===== src/common/rvv_config.svh =====
// queue depths must stay powers of two, the pointers wrap by truncation
`ifndef RVV_CONFIG_SVH
`define RVV_CONFIG_SVH

// command queue entries
`define CQ_DEPTH 4

// uop queue entries
`define UQ_DEPTH 16

// push lanes from decoder into the uop queue
`define NUM_DE_UOP 4

// largest split, one uop per register of a group of 8
`define MAX_UOP 8

`endif


===== src/common/rvv_pkg.sv =====
// types and field positions assume RV32 OP-V encodings; scalar operands are not modelled
`default_nettype none

package rvv_pkg;

  // raw words
  typedef logic [31:0] inst_t;
  typedef logic [1:0]  lmul_t;
  // group code on top of the instruction
  typedef logic [33:0] cmd_t;
  typedef logic [2:0]  uop_idx_t;
  // uop index on top of the rewritten instruction
  typedef logic [34:0] uop_t;
  typedef logic [3:0]  uop_cnt_t;

  localparam int INST_W = 32;
  localparam int REG_W  = 5;

  // instruction field positions
  localparam int OPC_LSB = 0;
  localparam int VD_LSB  = 7;
  localparam int F3_LSB  = 12;
  localparam int VS1_LSB = 15;
  localparam int VS2_LSB = 20;
  localparam int F6_LSB  = 26;

  // major opcode for all vector arithmetic
  localparam logic [6:0] OPC_OPV = 7'b1010111;

  // vmv<nr>r.v is OPIVI with nr-1 in the simm5 field
  localparam logic [5:0] F6_VMVNR = 6'b100111;
  localparam logic [2:0] F3_VMVNR = 3'b011;

  // vmv.v.v, OPIVV
  localparam logic [5:0] F6_VMV = 6'b010111;
  localparam logic [2:0] F3_VMV = 3'b000;

endpackage

`default_nettype wire


===== src/common/cq_de_if.sv =====
// cmd1 only holds a real command while both empty and one_left are low
`timescale 1ns/1ps
`default_nettype none

interface cq_de_if
  import rvv_pkg::*;
();

  // two oldest entries
  cmd_t cmd0;
  cmd_t cmd1;
  // occupancy levels
  logic empty;
  logic one_left;
  // pop1 only together with pop0
  logic pop0;
  logic pop1;

  modport source (output cmd0, cmd1, empty, one_left, input pop0, pop1);
  modport decoder (input cmd0, cmd1, empty, one_left, output pop0, pop1);

endinterface

`default_nettype wire


===== src/common/de_uq_if.sv =====
// push lanes are contiguous from lane 0 and never exceed the free slots
`timescale 1ns/1ps
`default_nettype none

`include "rvv_config.svh"

interface de_uq_if
  import rvv_pkg::*;
();

  // push lanes, lane 0 oldest
  logic [`NUM_DE_UOP-1:0] push;
  uop_t [`NUM_DE_UOP-1:0] data;

  // fullness levels from the uop queue
  logic full;
  // exactly one free slot
  logic left1;
  logic left2;
  logic left3;

  modport source (output push, data, input full, left1, left2, left3);
  modport sink (input push, data, output full, left1, left2, left3);

endinterface

`default_nettype wire


===== src/source/rvv_cmd_queue.sv =====
// push while full is dropped silently; depth must be a power of two of at least 2
`timescale 1ns/1ps
`default_nettype none

`include "rvv_config.svh"

module rvv_cmd_queue
  import rvv_pkg::*;
(
  input  logic     clk,
  input  logic     reset,
  input  logic     push,
  input  cmd_t     data,
  output logic     full,
  cq_de_if.source  cq
);

  localparam int AW = $clog2(`CQ_DEPTH);
  localparam int CW = $clog2(`CQ_DEPTH + 1);

  cmd_t          mem [`CQ_DEPTH];
  logic [AW-1:0] wr_ptr;
  logic [AW-1:0] rd_ptr;
  logic [CW-1:0] count;
  logic          push_ok;
  logic [1:0]    npop;

  assign push_ok = push && !full;
  assign npop    = {1'b0, cq.pop0} + {1'b0, cq.pop1};

  // levels
  assign full        = count == CW'(`CQ_DEPTH);
  assign cq.empty    = count == '0;
  assign cq.one_left = count == CW'(1);

  // two oldest entries, pointer wraps
  assign cq.cmd0 = mem[rd_ptr];
  assign cq.cmd1 = mem[rd_ptr + 1'b1];

  always_ff @(posedge clk) begin
    if (push_ok) begin
      mem[wr_ptr] <= data;
    end
  end

  always_ff @(posedge clk) begin
    if (reset) begin
      wr_ptr <= '0;
      rd_ptr <= '0;
      count  <= '0;
    end else begin
      wr_ptr <= wr_ptr + AW'(push_ok);
      rd_ptr <= rd_ptr + AW'(npop);
      count  <= count + CW'(push_ok) - CW'(npop);
    end
  end

  // decoder pops only what it can see
  a_pop_not_empty: assert property (@(posedge clk) disable iff (reset)
    cq.pop0 |-> !cq.empty);
  a_pop1_pair: assert property (@(posedge clk) disable iff (reset)
    cq.pop1 |-> cq.pop0 && !cq.one_left);

endmodule

`default_nettype wire


===== src/source/rvv_uop_queue.sv =====
// pop while empty is ignored; depth must be a power of two above the lane count
`timescale 1ns/1ps
`default_nettype none

`include "rvv_config.svh"

module rvv_uop_queue
  import rvv_pkg::*;
(
  input  logic    clk,
  input  logic    reset,
  de_uq_if.sink   uq,
  input  logic    pop,
  output uop_t    data,
  output logic    empty
);

  localparam int AW = $clog2(`UQ_DEPTH);
  localparam int CW = $clog2(`UQ_DEPTH + 1);

  uop_t          mem [`UQ_DEPTH];
  logic [AW-1:0] wr_ptr;
  logic [AW-1:0] rd_ptr;
  logic [CW-1:0] count;
  logic [CW-1:0] npush;
  logic [CW-1:0] free;
  logic          pop_ok;

  assign npush  = CW'($countones(uq.push));
  assign free   = CW'(`UQ_DEPTH) - count;
  assign pop_ok = pop && !empty;

  // fullness levels for the decoder
  assign uq.full  = count == CW'(`UQ_DEPTH);
  assign uq.left1 = count == CW'(`UQ_DEPTH - 1);
  assign uq.left2 = count == CW'(`UQ_DEPTH - 2);
  assign uq.left3 = count == CW'(`UQ_DEPTH - 3);

  assign empty = count == '0;
  // oldest uop
  assign data  = mem[rd_ptr];

  // lane k lands k slots after the write pointer
  always_ff @(posedge clk) begin
    for (int k = 0; k < `NUM_DE_UOP; k++) begin
      if (uq.push[k]) begin
        mem[wr_ptr + AW'(k)] <= uq.data[k];
      end
    end
  end

  always_ff @(posedge clk) begin
    if (reset) begin
      wr_ptr <= '0;
      rd_ptr <= '0;
      count  <= '0;
    end else begin
      wr_ptr <= wr_ptr + AW'(npush);
      rd_ptr <= rd_ptr + AW'(pop_ok);
      count  <= count + npush - CW'(pop_ok);
    end
  end

  // lanes fill from 0 upward with no gaps
  a_push_contig: assert property (@(posedge clk) disable iff (reset)
    ((uq.push + 1'b1) & uq.push) == '0);
  // decoder honours the levels
  a_no_overflow: assert property (@(posedge clk) disable iff (reset)
    npush <= free);

endmodule

`default_nettype wire


===== src/rvv_decode/rvv_decode_unit.sv =====
// combinational only; vs1 advances for every OP-V form, scalar and immediate forms included
`timescale 1ns/1ps
`default_nettype none

`include "rvv_config.svh"

module rvv_decode_unit
  import rvv_pkg::*;
(
  input  logic                   valid,
  input  cmd_t                   cmd,
  input  uop_idx_t               start_idx,
  output logic [`NUM_DE_UOP-1:0] uop_valid,
  output uop_t [`NUM_DE_UOP-1:0] uops,
  output uop_cnt_t               count,
  output logic                   legal
);

  inst_t            inst;
  lmul_t            lmul;
  logic             is_opv;
  logic             is_wmove;
  logic [REG_W-1:0] nr_field;
  uop_cnt_t         nr_cnt;
  logic             nr_ok;

  // split the command word
  assign inst = cmd[INST_W-1:0];
  assign lmul = cmd[$bits(cmd_t)-1 -: $bits(lmul_t)];

  // classification
  assign is_opv   = inst[OPC_LSB +: 7] == OPC_OPV;
  assign is_wmove = is_opv && (inst[F6_LSB +: 6] == F6_VMVNR) &&
                    (inst[F3_LSB +: 3] == F3_VMVNR);

  // nr-1 sits in simm5, only 1/2/4/8 allowed
  assign nr_field = inst[VS1_LSB +: REG_W];
  assign nr_cnt   = uop_cnt_t'(nr_field[2:0]) + uop_cnt_t'(1);
  assign nr_ok    = (nr_field < REG_W'(`MAX_UOP)) && ((nr_cnt & (nr_cnt - 1'b1)) == '0);

  assign legal = valid && is_opv && (!is_wmove || nr_ok);

  // total uops, zero for dropped commands
  always_comb begin
    if (!legal) begin
      count = '0;
    end else if (is_wmove) begin
      count = nr_cnt;
    end else begin
      count = uop_cnt_t'(1) << lmul;
    end
  end

  // one uop per lane, index start_idx+k
  always_comb begin
    uop_cnt_t idx_ext;
    uop_idx_t idx;
    inst_t    word;
    for (int k = 0; k < `NUM_DE_UOP; k++) begin
      idx_ext = uop_cnt_t'(start_idx) + uop_cnt_t'(k);
      idx     = idx_ext[2:0];
      word    = inst;
      // destination always steps with the index
      word[VD_LSB +: REG_W] = inst[VD_LSB +: REG_W] + REG_W'(idx);
      if (is_wmove) begin
        // rewrite to vmv.v.v, source comes from vs2
        word[F6_LSB +: 6]      = F6_VMV;
        word[F3_LSB +: 3]      = F3_VMV;
        word[VS1_LSB +: REG_W] = inst[VS2_LSB +: REG_W] + REG_W'(idx);
        word[VS2_LSB +: REG_W] = '0;
      end else begin
        word[VS1_LSB +: REG_W] = inst[VS1_LSB +: REG_W] + REG_W'(idx);
        word[VS2_LSB +: REG_W] = inst[VS2_LSB +: REG_W] + REG_W'(idx);
      end
      // lanes past the count stay empty
      uop_valid[k] = legal && (idx_ext < count);
      uops[k]      = {idx, word};
    end
  end

endmodule

`default_nettype wire


===== src/rvv_decode/rvv_decode_ctrl.sv =====
// unit1 is appended only when it finishes in the same cycle; no partial second command
`timescale 1ns/1ps
`default_nettype none

`include "rvv_config.svh"

module rvv_decode_ctrl
  import rvv_pkg::*;
(
  input  logic                   clk,
  input  logic                   reset,
  input  logic                   valid0,
  input  logic                   valid1,
  input  logic [`NUM_DE_UOP-1:0] u0_valid,
  input  uop_t [`NUM_DE_UOP-1:0] u0_uops,
  input  uop_cnt_t               u0_count,
  input  logic                   u0_legal,
  input  logic [`NUM_DE_UOP-1:0] u1_valid,
  input  uop_t [`NUM_DE_UOP-1:0] u1_uops,
  input  uop_cnt_t               u1_count,
  input  logic                   u1_legal,
  output uop_idx_t               remain_idx,
  cq_de_if.decoder               cq,
  de_uq_if.source                uq
);

  localparam int LW = $clog2(`NUM_DE_UOP);

  uop_cnt_t free;
  uop_cnt_t n0;
  uop_cnt_t n1;
  uop_cnt_t p0;
  uop_cnt_t room;
  logic     done0;
  logic     take1;

  // free slots from the queue levels
  always_comb begin
    if (uq.full) begin
      free = uop_cnt_t'(0);
    end else if (uq.left1) begin
      free = uop_cnt_t'(1);
    end else if (uq.left2) begin
      free = uop_cnt_t'(2);
    end else if (uq.left3) begin
      free = uop_cnt_t'(3);
    end else begin
      free = uop_cnt_t'(`NUM_DE_UOP);
    end
  end

  // valid lanes are contiguous, so popcount is the lane count
  assign n0 = uop_cnt_t'($countones(u0_valid));
  assign n1 = uop_cnt_t'($countones(u1_valid));

  // head uops that fit this cycle
  assign p0   = (n0 < free) ? n0 : free;
  assign room = free - p0;

  // head finished, illegal heads finish at once
  assign done0 = valid0 && (!u0_legal || (uop_cnt_t'(remain_idx) + p0 == u0_count));

  // second command must complete in the leftover room
  // illegal one has zero count and is dropped along
  assign take1 = done0 && valid1 && (n1 == u1_count) && (n1 <= room);

  assign cq.pop0 = done0;
  assign cq.pop1 = take1;

  // lane packing, head first then unit1
  always_comb begin
    uop_cnt_t rel;
    for (int k = 0; k < `NUM_DE_UOP; k++) begin
      rel = uop_cnt_t'(k) - p0;
      if (uop_cnt_t'(k) < p0) begin
        uq.push[k] = u0_valid[k];
        uq.data[k] = u0_uops[k];
      end else begin
        // only legal unit1 has valid lanes
        uq.push[k] = take1 && u1_legal && u1_valid[rel[LW-1:0]];
        uq.data[k] = u1_uops[rel[LW-1:0]];
      end
    end
  end

  // resume point of the head
  always_ff @(posedge clk) begin
    if (reset) begin
      remain_idx <= '0;
    end else if (done0) begin
      remain_idx <= '0;
    end else if (valid0) begin
      remain_idx <= remain_idx + p0[2:0];
    end
  end

  // pushes never exceed what the uop queue reports as free
  a_push_le_free: assert property (@(posedge clk) disable iff (reset)
    !(uq.full && uq.push[0]) && !(uq.left1 && uq.push[1]) &&
    !(uq.left2 && uq.push[2]) && !(uq.left3 && uq.push[3]));

endmodule

`default_nettype wire


===== src/rvv_decode/rvv_decode.sv =====
// unit1 always starts at index 0, so only the head command can be split over cycles
`timescale 1ns/1ps
`default_nettype none

`include "rvv_config.svh"

module rvv_decode
  import rvv_pkg::*;
(
  input  logic clk,
  input  logic reset,
  cq_de_if.decoder cq,
  de_uq_if.source  uq
);

  logic valid0;
  logic valid1;

  // unit0 outputs
  logic [`NUM_DE_UOP-1:0] u0_valid;
  uop_t [`NUM_DE_UOP-1:0] u0_uops;
  uop_cnt_t               u0_count;
  logic                   u0_legal;

  // unit1 outputs
  logic [`NUM_DE_UOP-1:0] u1_valid;
  uop_t [`NUM_DE_UOP-1:0] u1_uops;
  uop_cnt_t               u1_count;
  logic                   u1_legal;

  // where the head command resumes
  uop_idx_t remain_idx;

  // entry valid bits from the queue levels
  assign valid0 = !cq.empty;
  assign valid1 = !(cq.empty | cq.one_left);

  // head command, resumes at remain_idx
  rvv_decode_unit u_unit0 (
    .valid     (valid0),
    .cmd       (cq.cmd0),
    .start_idx (remain_idx),
    .uop_valid (u0_valid),
    .uops      (u0_uops),
    .count     (u0_count),
    .legal     (u0_legal)
  );

  // second command, fresh start
  rvv_decode_unit u_unit1 (
    .valid     (valid1),
    .cmd       (cq.cmd1),
    .start_idx (uop_idx_t'(0)),
    .uop_valid (u1_valid),
    .uops      (u1_uops),
    .count     (u1_count),
    .legal     (u1_legal)
  );

  rvv_decode_ctrl u_ctrl (
    .clk        (clk),
    .reset      (reset),
    .valid0     (valid0),
    .valid1     (valid1),
    .u0_valid   (u0_valid),
    .u0_uops    (u0_uops),
    .u0_count   (u0_count),
    .u0_legal   (u0_legal),
    .u1_valid   (u1_valid),
    .u1_uops    (u1_uops),
    .u1_count   (u1_count),
    .u1_legal   (u1_legal),
    .remain_idx (remain_idx),
    .cq         (cq),
    .uq         (uq)
  );

endmodule

`default_nettype wire


===== src/source/rvv_decode_top.sv =====
// uop_data is only meaningful while uop_empty is low; first uop arrives two edges after push at best
`timescale 1ns/1ps
`default_nettype none

module rvv_decode_top
  import rvv_pkg::*;
(
  input  logic  clk,
  input  logic  reset,
  // command side
  input  logic  cmd_push,
  input  lmul_t cmd_lmul,
  input  inst_t cmd_inst,
  output logic  cmd_full,
  // uop side
  input  logic  uop_pop,
  output uop_t  uop_data,
  output logic  uop_empty
);

  cq_de_if cq ();
  de_uq_if uq ();

  // group code travels on top of the instruction
  rvv_cmd_queue u_cmd_queue (
    .clk   (clk),
    .reset (reset),
    .push  (cmd_push),
    .data  ({cmd_lmul, cmd_inst}),
    .full  (cmd_full),
    .cq    (cq)
  );

  rvv_decode u_decode (
    .clk   (clk),
    .reset (reset),
    .cq    (cq),
    .uq    (uq)
  );

  rvv_uop_queue u_uop_queue (
    .clk   (clk),
    .reset (reset),
    .uq    (uq),
    .pop   (uop_pop),
    .data  (uop_data),
    .empty (uop_empty)
  );

endmodule

`default_nettype wire


===== config.mk =====
export PLATFORM = sky130hd
export DESIGN_NAME = rvv_decode_top
export DESIGN_NICKNAME = d
export VERILOG_FILES = /design/src/common/rvv_pkg.sv /design/src/common/cq_de_if.sv /design/src/common/de_uq_if.sv /design/src/source/rvv_cmd_queue.sv /design/src/source/rvv_uop_queue.sv /design/src/rvv_decode/rvv_decode_unit.sv /design/src/rvv_decode/rvv_decode_ctrl.sv /design/src/rvv_decode/rvv_decode.sv /design/src/source/rvv_decode_top.sv
export VERILOG_INCLUDE_DIRS = /design/src /design/src/common
export SDC_FILE = /design/constraint.sdc
export NUM_CORES = 2
export LEC_CHECK = 0
export BUFFER_PORTS_ARGS = -buffer_cell sky130_fd_sc_hd__buf_2
export CAP_MARGIN = 25
export CORE_ASPECT_RATIO = 1.25
export CORE_MARGIN = 8
export CORE_UTILIZATION = 35
export DETAILED_ROUTE_END_ITERATION = 10
export GPL_TIMING_DRIVEN = 0
export PLACE_DENSITY = 0.6
export SYNTH_ARGS = -nofsm -noshare
export SYNTH_HDL_FRONTEND = slang
export SYNTH_HIERARCHICAL = 1
export SYNTH_SLANG_ARGS = --single-unit

===== constraint.sdc =====
create_clock -name clk -period 12.8 [get_ports clk]
set_clock_uncertainty 0.1 [all_clocks]
set_input_delay 2.56 -clock clk [delete_from_list [all_inputs] [get_ports clk]]
set_output_delay 2.56 -clock clk [all_outputs]
set_load 0.005 [all_outputs]

==> run_results.csv <==
group,metric,value,unit
logic_synthesis,muxShareOfSynthArea,15.5,%
logic_synthesis,synth-simple-area-share,7.65,%
clocking,cts_tree,"built",
grt,grt_max_degree,36,
cells_and_area,fin_util,39.8,%
logic_synthesis,postSynthCellCount,5228,
clocking,htree_levels,3,
placed_design,dpl_cell_area,0.0573,mm²
worst_setup_path,worst-path-buf-inv,9,
sta,hold_viol_final,0,
logic_synthesis,synth_top_area_cell,"edfxtp_1",
grt,met3_usage,6.68,%
sta,final-setup-viol-count,0,
detailed_routing,ant_nets,0,
sta,worst_pin_slew,1730,ps
grt,track_usage,28.6,%
sta,finalCritPeriodShare,98.0,%
logic_synthesis,ys.flop_type,"edfxtp_1",
worst_setup_path,critical-path-max-stage-delay,950,ps
detailed_routing,via_per_inst,6.46,
detailed_routing,wirelength,246000,µm
die,ioPinCount,75,
grt,grt_util_met2,47.9,%
worst_setup_path,crit_arrival,12780,ps
placed_design,dp_hpwl,192000,µm
logic_synthesis,ys_top_cells_by_area,"edfxtp_1 (39%), mux4_2 (8.8%), mux2i_1 (5.9%), o21ai_0 (5.7%), a221oi_1 (4.6%)",
logic_synthesis,synth_top_cell_area_share,39.2,%
cells_and_area,finish.instance_area,0.0604,mm²
die,core_area,0.152,mm²
clocking,cts_max_path_buffers,3,
sta,slew_violations,13,
cells_and_area,drive_gt1_share,17.2,%
pwr,power.density,195,mW/mm²
logic_synthesis,ys_seq_area_share,40.0,%
logic_synthesis,synth_adder_area_share,4.22,%
worst_setup_path,worstSetupEndpointType,"flip-flop",
die,die_y,452,µm
worst_setup_path,crit_fanout,35,
die,die_area,0.165,mm²
job,maxCapViolCount,0,
pwr,leakagePower,20.6,nW
cells_and_area,synthToLayoutAreaGrowth,13.3,%
worst_setup_path,worst-setup-path-type,"reg -> reg",
sta,finalSetupTns,0,ps
sta,relSlewSlack,-15.5,%
worst_hold_path,hold_start,"u_uop_queue/rd_ptr[1]",
logic_synthesis,post_synth_xor_area_fraction,1.69,%
logic_synthesis,avgSynthCellArea,10.2,µm²
logic_synthesis,synth_top_family_by_area,"compound AO/OA/AOI/OAI gates",
worst_setup_path,path_common_cell,"buf_6",
detailed_routing,vias,49100,
detailed_routing,drc_errors,0,
placed_design,globalplace.congestion,1.03,
worst_setup_path,crit_slowest_cell,"nand4_1",
detailed_routing,dr.pass1.iters,9,
logic_synthesis,ys_types,85,
sta,rsz0062_at_grt,"no",
grt,grt_pass1_wl,343000,µm
die,initial_core_util,35.1,%
pwr,ir_worst_vdd,0.000128,V
sta,fin_crit,12540,ps
die,rows,160,
placed_design,place.port_buffers,74,
logic_synthesis,netlist_area,0.0533,mm²
clocking,clkLatencyLatePin,740,ps
grt,antenna_found_initial,14,
logic_synthesis,async_flop_share,0,%
sta,fmax,79.8,MHz
worst_setup_path,crit_path_start_kind,"flip-flop",
worst_setup_path,rr_startpoint,"u_cmd_queue/rd_ptr[1]",
clocking,holdBufCountCts,0,
grt,first_global_vias,48300,
worst_hold_path,hp-class,"reg -> reg",
clocking,cts.reportedPaths.clkPinSlew,70,ps
logic_synthesis,yosys_warnings,6,
grt,grt_overflow,0,
worst_setup_path,crit_family,"simple AND/OR/NAND/NOR gates",
worst_setup_path,required,13050,ps
logic_synthesis,synth_edf_count,696,
clocking,cts_made_buffers,78,
grt,met1_usage,31.0,%
die,die_x,365,µm
outcome,status,"finished, violations left",
clocking,root_buffer,"clkbuf_16",
detailed_routing,drt_iter0_markers,6963,
worst_setup_path,crit_start,"u_cmd_queue/rd_ptr[1]",
cells_and_area,nets,5705,
clocking,clkSinkCount,719,
detailed_routing,wl_per_cell,32.4,µm
grt,grt.busiest_layer,"met2",
outcome,violations,"max-slew violations",
logic_synthesis,synth_seq_cells,719,
logic_synthesis,synth_compound_area_share,22.0,%
cells in the final DEF (no fill, tap or decap), drive strengths merged, types with 127 or more instances in the layout:
master / n
mux4: 208
clkbuf: 519
edfxtp: 696
a221oi: 280
a21oi: 444
buf: 543
o21ai: 644
nand2: 424
ha: 127
o22ai: 281
inv: 190
mux2i: 318
Yosys cell counts, types with 23 or more instances:
cell,number
dfxtp_1,23
ha_1,127
fa_1,32
o21ai_0,611
a21o_1,31
a221oi_1,280
nor2b_1,43
buf_1,81
o22ai_1,281
nand2_1,421
buf_4,159
a21oi_1,386
mux2i_1,315
xnor2_1,52
a21oi_2,58
a22oi_1,72
nor2_1,111
a222oi_1,70
nand3_1,33
mux4_2,208
and2_1,93
clkbuf_1,430
buf_2,89
o21ai_1,32
buf_6,42
mux2_2,27
edfxtp_1,696
inv_1,181
xor2_1,41
registers in the layout, summed over array words and instances, names as in the netlist, 3 cells and up:
name	count
u_uop_queue/mem	560
u_uop_queue/rd_ptr	4
u_cmd_queue/count	3
u_uop_queue/count	5
u_uop_queue/wr_ptr	4
u_decode/u_ctrl/remain_idx	3
u_cmd_queue/mem	136
cell type report:
type / count / area [µm²]
flip-flops and latches: 719 / 21400
inverters: 183 / 689
repair buffers: 174 / 1500
multi-input cells: 3552 / 27500
diodes: 11 / 27.5
well taps: 2025 / 2530
clock inverters: 53 / 684
plain buffers: 800 / 4040
clock buffers: 90 / 2040
fillers: 15000 / 91300
kinds of logic after synthesis:
| family | count (synthesis) |
|---|---|
| xor+xnor | 97 |
| flops | 719 |
| compound gates | 1869 |
| simple gates | 834 |
| buf+inv | 986 |
| fa+ha+maj | 161 |
| mux | 561 |
| other cells | 1 |
routing by layer:
| metal | part of all wire (%) | up-vias |
|---|---|---|
| li1 | - | 20500 |
| met1 | 34 | 23600 |
| met2 | 47 | 3659 |
| met3 | 9.8 | 1326 |
| met4 | 9.7 | 6 |
| met5 | 0.012 | - |
what timing repair did:
| item | in CTS | in global routing |
|---|---|---|
| buffers inserted | 0 | 22 |
| endpoints found under the setup margin | 447 | 753 |
| pin swaps | 0 | 7 |
| resized for setup | 2 | 24 |
| cloned | 0 | 0 |
worst min-delay path, cell delays in order, from the launching register on:
cell and delay [ps]:
dfxtp_1 330, ha_1 130, nor2b_1 110
path summary, 6_finish.rpt:
check                                              end  slack [ps]  cells past startpoint
worst max-delay path            u_uop_queue/mem[10][1]         260                     38
worst min-delay path             u_uop_queue/rd_ptr[1]         500                      2
worst max register to register  u_uop_queue/mem[10][1]         260                     38
worst min register to register   u_uop_queue/rd_ptr[1]         500                      2
metrics by stage:
| step | setup slack, ps | hold slack, ps | cells | power (mW) |
|---|---|---|---|---|
| after CTS | 1.82 | 495 | 7567 | 11.6 |
| after global routing | 1.53 | 547 | 7597 | 12.2 |
| after detailed placement | -475 | 479 | 7425 | 9.09 |
| after floorplan | 2390 | 424 | 5257 | 7.02 |
| final | 261 | 498 | 7607 | 11.8 |
| after global placement | -1890 | 450 | 7356 | 8.98 |
power by group:
part           switching (mW)  internal (mW)
clock                    1.06           1.40
sequential             0.0339           2.92
combinational            4.05           2.32
total                    5.14           6.65
No activity file was read; power rests on OpenSTA's default activity.
